--- src/common/core_pkg.sv ---
// widths, instruction encodings, alu operations and the stage payload structs.
package core_pkg;

  localparam int WORD_W     = 32;
  localparam int REG_ADDR_W = 5;
  localparam int SHAMT_W    = 5;

  typedef logic [WORD_W-1:0]     word_t;
  typedef logic [REG_ADDR_W-1:0] reg_addr_t;

  // primary opcode, instr[31:26].
  typedef enum logic [5:0] {
    RTYPE = 6'h00,
    ADDIU = 6'h09,
    SLTI  = 6'h0a,
    ANDI  = 6'h0c,
    ORI   = 6'h0d,
    XORI  = 6'h0e,
    LUI   = 6'h0f,
    HALT  = 6'h3f
  } opcode_t;

  // function field of r-type, instr[5:0].
  typedef enum logic [5:0] {
    SLL  = 6'h00,
    SRL  = 6'h02,
    ADDU = 6'h21,
    SUBU = 6'h23,
    AND  = 6'h24,
    OR   = 6'h25,
    XOR  = 6'h26,
    NOR  = 6'h27,
    SLT  = 6'h2a,
    SLTU = 6'h2b
  } funct_t;

  typedef enum logic [3:0] {
    ALU_NOP, ALU_ADD, ALU_SUB, ALU_AND, ALU_OR, ALU_XOR, ALU_NOR,
    ALU_SLT, ALU_SLTU, ALU_SLL, ALU_SRL, ALU_LUI
  } alu_op_t;

  // decode to execute.
  typedef struct packed {
    alu_op_t              alu_op;
    reg_addr_t            rs;
    reg_addr_t            rt;
    word_t                rs_val;
    word_t                rt_val;
    word_t                imm;
    logic [SHAMT_W-1:0]   shamt;
    logic                 use_imm;
    reg_addr_t            dest;
    logic                 wen;
    logic                 halt;
  } dec_payload_t;

  // execute to result, also what leaves on the retire stream.
  typedef struct packed {
    reg_addr_t dest;
    word_t     value;
    logic      wen;
    logic      halt;
  } exe_payload_t;

  typedef exe_payload_t retire_t;

endpackage

--- src/design/decode/register_file.sv ---
// 32 x 32 register file, r0 hardwired to zero, write-through on read.
`timescale 1ns/10ps

module register_file (
  input  logic                CLK,
  input  logic                nRST,
  input  core_pkg::reg_addr_t rsel1,
  input  core_pkg::reg_addr_t rsel2,
  output core_pkg::word_t     rdat1,
  output core_pkg::word_t     rdat2,
  input  logic                wen,
  input  core_pkg::reg_addr_t wsel,
  input  core_pkg::word_t     wdat
);
  import core_pkg::*;

  word_t regs [2**REG_ADDR_W];

  always_ff @(posedge CLK, negedge nRST) begin
    if (!nRST) begin
      regs <= '{default: '0};
    end else if (wen && wsel != '0) begin
      regs[wsel] <= wdat;
    end
  end

  // same-cycle write is seen by the reader.
  assign rdat1 = (rsel1 == '0)                ? '0   :
                 (wen && wsel == rsel1)       ? wdat : regs[rsel1];
  assign rdat2 = (rsel2 == '0)                ? '0   :
                 (wen && wsel == rsel2)       ? wdat : regs[rsel2];

endmodule

--- src/design/decode/decode_stage.sv ---
// decode stage with field split, control decode, immediate extension, regfile reads and halt latch.
`timescale 1ns/10ps

module decode_stage (
  input  logic                  CLK,
  input  logic                  nRST,
  input  logic                  in_valid,
  output logic                  in_ready,
  input  core_pkg::word_t       in_instr,
  output logic                  out_valid,
  input  logic                  out_ready,
  output core_pkg::dec_payload_t out_payload,
  input  logic                  wr_en,
  input  core_pkg::reg_addr_t   wr_addr,
  input  core_pkg::word_t       wr_data
);
  import core_pkg::*;

  opcode_t   opcode;
  funct_t    funct;
  reg_addr_t rs, rt, rd;
  word_t     rdat1, rdat2;
  logic      sign_ext;
  logic      halt_seen;

  assign opcode = opcode_t'(in_instr[31:26]);
  assign funct  = funct_t'(in_instr[5:0]);
  assign rs     = in_instr[25:21];
  assign rt     = in_instr[20:16];
  assign rd     = in_instr[15:11];

  register_file rf (
    .CLK(CLK), .nRST(nRST),
    .rsel1(rs), .rsel2(rt),
    .rdat1(rdat1), .rdat2(rdat2),
    .wen(wr_en), .wsel(wr_addr), .wdat(wr_data)
  );

  // nothing more is taken once a halt has gone in.
  assign out_valid = in_valid & ~halt_seen;
  assign in_ready  = out_ready & ~halt_seen;

  always_ff @(posedge CLK, negedge nRST) begin
    if (!nRST) begin
      halt_seen <= 1'b0;
    end else if (in_valid && in_ready && opcode == HALT) begin
      halt_seen <= 1'b1;
    end
  end

  assign sign_ext = (opcode == ADDIU) || (opcode == SLTI);

  always_comb begin
    out_payload         = '0;
    out_payload.rs      = rs;
    out_payload.rt      = rt;
    out_payload.rs_val  = rdat1;
    out_payload.rt_val  = rdat2;
    out_payload.shamt   = in_instr[10:6];
    out_payload.imm     = sign_ext ? {{16{in_instr[15]}}, in_instr[15:0]}
                                   : {16'b0, in_instr[15:0]};
    out_payload.dest    = rt;
    out_payload.use_imm = 1'b1;
    out_payload.wen     = 1'b1;
    case (opcode)
      RTYPE: begin
        out_payload.dest    = rd;
        out_payload.use_imm = 1'b0;
        case (funct)
          SLL:     out_payload.alu_op = ALU_SLL;
          SRL:     out_payload.alu_op = ALU_SRL;
          ADDU:    out_payload.alu_op = ALU_ADD;
          SUBU:    out_payload.alu_op = ALU_SUB;
          AND:     out_payload.alu_op = ALU_AND;
          OR:      out_payload.alu_op = ALU_OR;
          XOR:     out_payload.alu_op = ALU_XOR;
          NOR:     out_payload.alu_op = ALU_NOR;
          SLT:     out_payload.alu_op = ALU_SLT;
          SLTU:    out_payload.alu_op = ALU_SLTU;
          default: out_payload.wen    = 1'b0;
        endcase
      end
      ADDIU:   out_payload.alu_op = ALU_ADD;
      SLTI:    out_payload.alu_op = ALU_SLT;
      ANDI:    out_payload.alu_op = ALU_AND;
      ORI:     out_payload.alu_op = ALU_OR;
      XORI:    out_payload.alu_op = ALU_XOR;
      LUI:     out_payload.alu_op = ALU_LUI;
      HALT: begin
        out_payload.wen  = 1'b0;
        out_payload.halt = 1'b1;
      end
      // unknown opcodes fall through as a no-op.
      default: out_payload.wen = 1'b0;
    endcase
    // r0 is never written.
    if (out_payload.dest == '0) begin
      out_payload.wen = 1'b0;
    end
  end

endmodule

--- src/design/stage_reg.sv ---
// single-entry valid/ready pipeline register for any payload type.
`timescale 1ns/10ps

module stage_reg #(
  parameter type payload_t = logic
) (
  input  logic     CLK,
  input  logic     nRST,
  input  logic     in_valid,
  output logic     in_ready,
  input  payload_t in_payload,
  output logic     out_valid,
  input  logic     out_ready,
  output payload_t out_payload
);

  logic     full;
  payload_t data;

  // accepts when empty or when the entry leaves this cycle.
  assign in_ready    = ~full | out_ready;
  assign out_valid   = full;
  assign out_payload = data;

  always_ff @(posedge CLK, negedge nRST) begin
    if (!nRST) begin
      full <= 1'b0;
    end else if (in_valid && in_ready) begin
      full <= 1'b1;
    end else if (out_ready) begin
      full <= 1'b0;
    end
  end

  always_ff @(posedge CLK, negedge nRST) begin
    if (!nRST) begin
      data <= '0;
    end else if (in_valid && in_ready) begin
      data <= in_payload;
    end
  end

endmodule

--- src/design/execute_stage.sv ---
// execute stage: operand forwarding from the result entry and the alu.
`timescale 1ns/10ps

module execute_stage (
  input  core_pkg::dec_payload_t in_payload,
  input  logic                   fwd_valid,
  input  core_pkg::reg_addr_t    fwd_dest,
  input  core_pkg::word_t        fwd_value,
  input  logic                   fwd_wen,
  output core_pkg::exe_payload_t out_payload
);
  import core_pkg::*;

  logic  fwd_live;
  word_t rs_fwd, rt_fwd;
  word_t op_a, op_b;
  word_t result;

  // tap only counts for a real write to a non-zero register.
  assign fwd_live = fwd_valid && fwd_wen && (fwd_dest != '0);

  assign rs_fwd = (fwd_live && fwd_dest == in_payload.rs) ? fwd_value : in_payload.rs_val;
  assign rt_fwd = (fwd_live && fwd_dest == in_payload.rt) ? fwd_value : in_payload.rt_val;

  assign op_a = rs_fwd;
  assign op_b = in_payload.use_imm ? in_payload.imm : rt_fwd;

  always_comb begin
    case (in_payload.alu_op)
      ALU_ADD:  result = op_a + op_b;
      ALU_SUB:  result = op_a - op_b;
      ALU_AND:  result = op_a & op_b;
      ALU_OR:   result = op_a | op_b;
      ALU_XOR:  result = op_a ^ op_b;
      ALU_NOR:  result = ~(op_a | op_b);
      ALU_SLT:  result = word_t'($signed(op_a) < $signed(op_b));
      ALU_SLTU: result = word_t'(op_a < op_b);
      // shifts act on rt by the shamt field.
      ALU_SLL:  result = op_b << in_payload.shamt;
      ALU_SRL:  result = op_b >> in_payload.shamt;
      ALU_LUI:  result = {in_payload.imm[15:0], 16'b0};
      default:  result = '0;
    endcase
  end

  always_comb begin
    out_payload.dest  = in_payload.dest;
    out_payload.value = result;
    out_payload.wen   = in_payload.wen;
    out_payload.halt  = in_payload.halt;
  end

endmodule

--- src/design/result_stage.sv ---
// result stage: retire stream, register write request and sticky halted flag.
`timescale 1ns/10ps

module result_stage (
  input  logic                   CLK,
  input  logic                   nRST,
  input  logic                   in_valid,
  output logic                   in_ready,
  input  core_pkg::exe_payload_t in_payload,
  output logic                   retire_valid,
  input  logic                   retire_ready,
  output core_pkg::retire_t      retire,
  output logic                   wr_en,
  output core_pkg::reg_addr_t    wr_addr,
  output core_pkg::word_t        wr_data,
  output logic                   halted
);

  logic retire_fire;

  assign retire_valid = in_valid;
  assign in_ready     = retire_ready;
  assign retire       = in_payload;
  assign retire_fire  = in_valid & retire_ready;

  // the register file is written on the retire handshake.
  assign wr_en   = retire_fire & in_payload.wen;
  assign wr_addr = in_payload.dest;
  assign wr_data = in_payload.value;

  always_ff @(posedge CLK, negedge nRST) begin
    if (!nRST) begin
      halted <= 1'b0;
    end else if (retire_fire && in_payload.halt) begin
      halted <= 1'b1;
    end
  end

endmodule

--- src/design/pipe_core.sv ---
// core top: decode, two stage registers, execute and result wired in line.
`timescale 1ns/10ps

module pipe_core (
  input  logic              CLK,
  input  logic              nRST,
  input  logic              in_valid,
  output logic              in_ready,
  input  core_pkg::word_t   in_instr,
  output logic              retire_valid,
  input  logic              retire_ready,
  output core_pkg::retire_t retire,
  output logic              halted
);
  import core_pkg::*;

  logic         dec_valid, dec_ready;
  dec_payload_t dec_payload;
  logic         dx_valid, xr_in_ready;
  dec_payload_t dx_payload;
  exe_payload_t exe_payload;
  logic         xr_valid, xr_ready;
  exe_payload_t xr_payload;
  logic         wr_en;
  reg_addr_t    wr_addr;
  word_t        wr_data;

  decode_stage dec (
    .CLK(CLK), .nRST(nRST),
    .in_valid(in_valid), .in_ready(in_ready), .in_instr(in_instr),
    .out_valid(dec_valid), .out_ready(dec_ready), .out_payload(dec_payload),
    .wr_en(wr_en), .wr_addr(wr_addr), .wr_data(wr_data)
  );

  stage_reg #(.payload_t(dec_payload_t)) dx_reg (
    .CLK(CLK), .nRST(nRST),
    .in_valid(dec_valid), .in_ready(dec_ready), .in_payload(dec_payload),
    .out_valid(dx_valid), .out_ready(xr_in_ready), .out_payload(dx_payload)
  );

  // execute is combinational, so its handshake runs straight from dx_reg to xr_reg.
  execute_stage exe (
    .in_payload(dx_payload),
    .fwd_valid(xr_valid), .fwd_dest(xr_payload.dest),
    .fwd_value(xr_payload.value), .fwd_wen(xr_payload.wen),
    .out_payload(exe_payload)
  );

  stage_reg #(.payload_t(exe_payload_t)) xr_reg (
    .CLK(CLK), .nRST(nRST),
    .in_valid(dx_valid), .in_ready(xr_in_ready), .in_payload(exe_payload),
    .out_valid(xr_valid), .out_ready(xr_ready), .out_payload(xr_payload)
  );

  result_stage res (
    .CLK(CLK), .nRST(nRST),
    .in_valid(xr_valid), .in_ready(xr_ready), .in_payload(xr_payload),
    .retire_valid(retire_valid), .retire_ready(retire_ready), .retire(retire),
    .wr_en(wr_en), .wr_addr(wr_addr), .wr_data(wr_data),
    .halted(halted)
  );

endmodule

--- config.mk ---
export PLATFORM = sky130hd
export DESIGN_NAME = pipe_core
export DESIGN_NICKNAME = d
export VERILOG_FILES = /design/src/common/core_pkg.sv /design/src/design/decode/register_file.sv /design/src/design/decode/decode_stage.sv /design/src/design/stage_reg.sv /design/src/design/execute_stage.sv /design/src/design/result_stage.sv /design/src/design/pipe_core.sv
export SDC_FILE = /design/constraint.sdc
export NUM_CORES = 2
export LEC_CHECK = 0
export ABC_CLOCK_PERIOD_IN_PS = 4870
export BUFFER_PORTS_ARGS = -buffer_cell sky130_fd_sc_hd__buf_2
export CAP_MARGIN = 20
export CORE_MARGIN = 2
export CORE_UTILIZATION = 30
export CTS_CLUSTER_DIAMETER = 60
export DETAILED_ROUTE_END_ITERATION = 7
export GPL_ROUTABILITY_DRIVEN = 0
export PLACE_DENSITY = 0.56
export SETUP_SLACK_MARGIN = 0.02
export SYNTH_ARGS = -nofsm -noshare
export SYNTH_HDL_FRONTEND = slang
export SYNTH_HIERARCHICAL = 1
export SYNTH_SLANG_ARGS = --single-unit
--- constraint.sdc ---
create_clock -name CLK -period 4.87 [get_ports CLK]
set_input_delay 0 -clock CLK [delete_from_list [all_inputs] [get_ports CLK]]
set_output_delay 0 -clock CLK [all_outputs]
set_load 0.02 [all_outputs]
==> out/metrics.yaml <==
floorplan:
  die_x_microns: 499.5
  rows: 181
  die_h_microns: 499.5
  core_area_sq_mm: 0.2437
  die_area_sq_mm: 0.2495
  initial_core_util_pct: 30.22
  ios: 78
sta:
  maxSlewHeadroom_pct: 16.22
  fin_ws_ns: -0.4226
  hold_viol_final: 0
  finalSetupTns_ns: -5.699
  rsz0062_at_grt: "yes"
  period_minus_slack_ns: 5.293
  clock_skew_ns: 0.04642
  setup_violations: 26
  final_min_period_over_clock_period_pct: 108.7
  timing.fmax_ghz: 0.1889
  tightest_slew_ns: 1.254
  slew_violations: 0
worst_hold_path:
  whs_path_depth: 3
  hp-class: "in2reg"
  hold-path-endpoint: "dx_reg/out_payload[24]"
  hp-start: "in_instr[11]"
pwr:
  p_leak_nw: 38.46
  irDropWorstVdd_mv: 0.3291
  cellPowerDensity_mw_per_mm2: 335.2
synth:
  synthAdderAreaFrac_pct: 1.770
  async_flop_share_pct: 100.0
  synth_compound_area_share_pct: 9.688
  synth_edf_count: 0
  synth_xor_area_share_pct: 0.6897
  synth_nets: 6029
  syn_avg_cell_area_sq_um: 12.50
  synth_most_common_cell: "mux2_2"
  yosysTopAreaCell: "dfrtp_1"
  synth_simple_gate_area_share_pct: 3.882
  yosysSeqAreaShare_pct: 40.43
  synth_mux_area_share_pct: 37.85
  synthCells: 5890
  synth_top_family_by_area: "multiplexers"
  netlist_top_cells_count: "1239 x mux2_2, 1190 x dfrtp_1, 416 x mux4_2, 341 x clkbuf_1, 323 x mux2i_1"
  synth_cell_types: 94
  synth_flop_cell: "dfrtp_1"
  yosysWarningCount: 6
  synth_area_leaders: "dfrtp_1 40%, mux2_2 19%, mux4_2 13%"
  mappedNetlistArea_sq_mm: 0.07365
  netlist.area_leader.share_pct: 40.43
  synth_seq_cells: 1190
routing:
  drc: 24
  drtIter0Drc: 6455
  ant_nets: 0
  num_vias: 55141
  via_per_inst: 5.930
  wire_per_inst_microns: 30.17
  dr.pass1.iters: 8
  drt_wl_total_microns: 280600
grt:
  grt_pass1_vias: 55753
  grt_start_max_net_pins: 134
  overflow: 0
  grtUsageTotal_pct: 22.04
  antenna_found_initial: 12
  grt_pass1_wl_microns: 407400
critical_path:
  cp_max_fo: 5
  path_cells: "or4_4 > o211ai_4 > nor4_4 > buf_4 > buf_6 > buf_12 > buf_12 > mux2_2 > nor2_1 > a21oi_1 > ha_1 > a21o_1 > a21oi_2 > nor4bb_4 > a22oi_2 > a211o_1 > o21a_1 > a221o_1 > a31oi_2 > xnor2_1 > nand2_1 > a31oi_1 > mux2_4"
  cpPeakStageDelay_ns: 0.56
  crit_required_ns: 5.55
  reg2reg_from: "xr_reg/out_payload[38]"
  start_kind: "register"
  end_kind: "register"
  reg2reg_to: "xr_reg/out_payload[33]"
  critPathBufInv: 4
  r2r_cells: 23
  worstPathArrival_ns: 5.97
  cp_top_family: "compound AO/OA/AOI/OAI gates"
  slowest_stage: "or4_4"
  cpMostUsedCell: "buf_12"
  crit_type: "reg2reg"
  rrSetupSlack_ns: -0.42
clock_tree:
  cts_buffers: 145
  clockRootBuffer: "clkbuf_16"
  clkTransAtPathRegs_ns: 0.06
  cts_max_level: 4
  insertion_delay_ns: 0.82
  clockBufferDepth: 3
  cts_tree: "built"
  cts_sinks: 1190
place:
  port_buffers: 77
  dp_hpwl_microns: 179900
  dp.cells: 8941
flow_run:
  max_cap_violations: 0
outcome:
  status: "finished with violations"
  violations: "DRC, setup timing"
final_layout:
  area_growth_pct: 15.84
  final_cells: 9299
  drive_gt1_share_pct: 46.09
  nNetsFinal: 6118
  fillers: 23617
-- routing by layer --
layer | global-route usage (%) | share of wire [%] | vias up
met4 | 11.11 | 5.8 | 10
met2 | 34.05 | 45 | 2934
met3 | 5.267 | 9.1 | 865
li1 | - | - | 22439
met1 | 28.75 | 40 | 28893
met5 | 0 | 0.020 | -
-- flip-flops by register name, indices dropped and copies added (netlist names) --
register / count
dec/rf/regs: 1024
dx_reg/out_payload: 123
xr_reg/out_payload: 39
dec/halt_seen: 1
dx_reg/out_valid: 1
res/halted: 1
xr_reg/out_valid: 1
-- stage by stage --
| stage | worst slack (ns) | power [mW] | area, sq um | hold slack (ns) | utilization [%] |
|---|---|---|---|---|---|
| 2_1_floorplan | 0.04830 | 14.36 | 73670 | -0.2956 | - |
| 3_3_place_gp | -0.6111 | 17.02 | 78820 | 0.08466 | 32.34 |
| 3_5_place_dp | -0.6706 | 17.06 | 78820 | 0.07626 | 32.34 |
| 4_1_cts | -0.2183 | 28.38 | 84900 | 0.01608 | 34.84 |
| 5_1_grt | -0.5835 | 29.53 | 85310 | 0.05339 | 35.01 |
| 6_report | -0.4226 | 28.60 | 85320 | 0.06848 | 35.01 |
-- logic make-up (layout without fill, tap and decap cells) --
group / count (synthesis) / in the layout
buf+inv: 860 / 1062
flops: 1190 / 1190
xor+xnor: 58 / 58
simple gates: 591 / 591
mux: 2068 / 2068
compound gates: 1020 / 1020
other cells: 0 / 5
fa+ha+maj: 103 / 103
-- worst register-to-register path: stages, from the launching register on --
cell and delay, ns:
dfrtp_1 0.40, or4_4 0.56, o211ai_4 0.22, nor4_4 0.07
buf_4 0.17, buf_6 0.14, buf_12 0.13, buf_12 0.13
mux2_2 0.29, nor2_1 0.10, a21oi_1 0.07, ha_1 0.35
a21o_1 0.18, a21oi_2 0.18, nor4bb_4 0.34, a22oi_2 0.19
a211o_1 0.32, o21a_1 0.22, a221o_1 0.37, a31oi_2 0.16
xnor2_1 0.08, nand2_1 0.08, a31oi_1 0.10, mux2_4 0.32
-- area by class of cell --
class / instances / area (sq um) / share of cell area, %
inverters: 142 / 533.0 / 0.6247
clock buffers: 215 / 4248 / 4.979
diodes: 5 / 12.51 / 0.01466
flip-flops and latches: 1190 / 29780 / 34.91
well taps: 3202 / 4006 / 4.696
clock inverters: 45 / 534.3 / 0.6262
multi-input cells: 3840 / 40750 / 47.77
repair buffers: 660 / 5450 / 6.388
-- what timing repair did --
action | in CTS | in global routing
hold buffers | 47 | 0
gates resized for setup | 131 | 67
pin swaps | 58 | 49
hold endpoints to repair | 778 | 0
cloned | 0 | 0
setup buffers | 30 | 16
setup endpoints to repair | 24 | 28
-- power breakdown --
part	total [mW]	internal (mW)	switching [mW]
Clock	11.0	6.44	4.55
Combinational	7.04	2.77	4.26
Sequential	10.6	10.2	0.374
-- how the worst max path moves through the flow --
stage	startpoint	end	slack (ns)	cells past startpoint
2_1_floorplan	xr_reg/out_payload[34]	xr_reg/out_payload[2]	0.05	19
3_3_place_gp	xr_reg/out_payload[34]	xr_reg/out_payload[32]	-0.61	24
3_5_place_dp	xr_reg/out_payload[34]	xr_reg/out_payload[2]	-0.67	21
4_1_cts	xr_reg/out_payload[37]	xr_reg/out_payload[2]	-0.22	27
5_1_grt	xr_reg/out_payload[38]	xr_reg/out_payload[30]	-0.58	25
6_report	xr_reg/out_payload[38]	xr_reg/out_payload[33]	-0.42	23
-- placed cells by master (no fill, tap or decap), types with 20 or more instances in the layout --
cell type,netlist,final
a2111oi_0,28,25
a211oi_1,25,20
a21o_1,23,23
a21oi_1,219,192
a21oi_2,1,23
a222oi_1,24,24
a22o_1,92,92
a22oi_1,105,102
a31oi_1,30,27
buf_12,0,37
buf_2,109,69
buf_4,157,491
clkbuf_1,341,40
clkbuf_16,0,150
clkbuf_8,0,26
dfrtp_1,1190,1187
dlygate4sd3_1,0,46
ha_1,101,87
inv_1,138,134
mux2_2,1239,1233
mux2_4,82,88
mux2i_1,323,308
mux4_2,416,416
nand2_1,185,170
nand2b_1,22,22
nand3_1,56,52
nor2_1,142,118
nor3_1,41,35
o211ai_1,40,40
o21ai_0,124,108
o221ai_1,48,47
o22ai_1,110,110
xnor2_1,41,39
(Power assumes the default switching activity.)
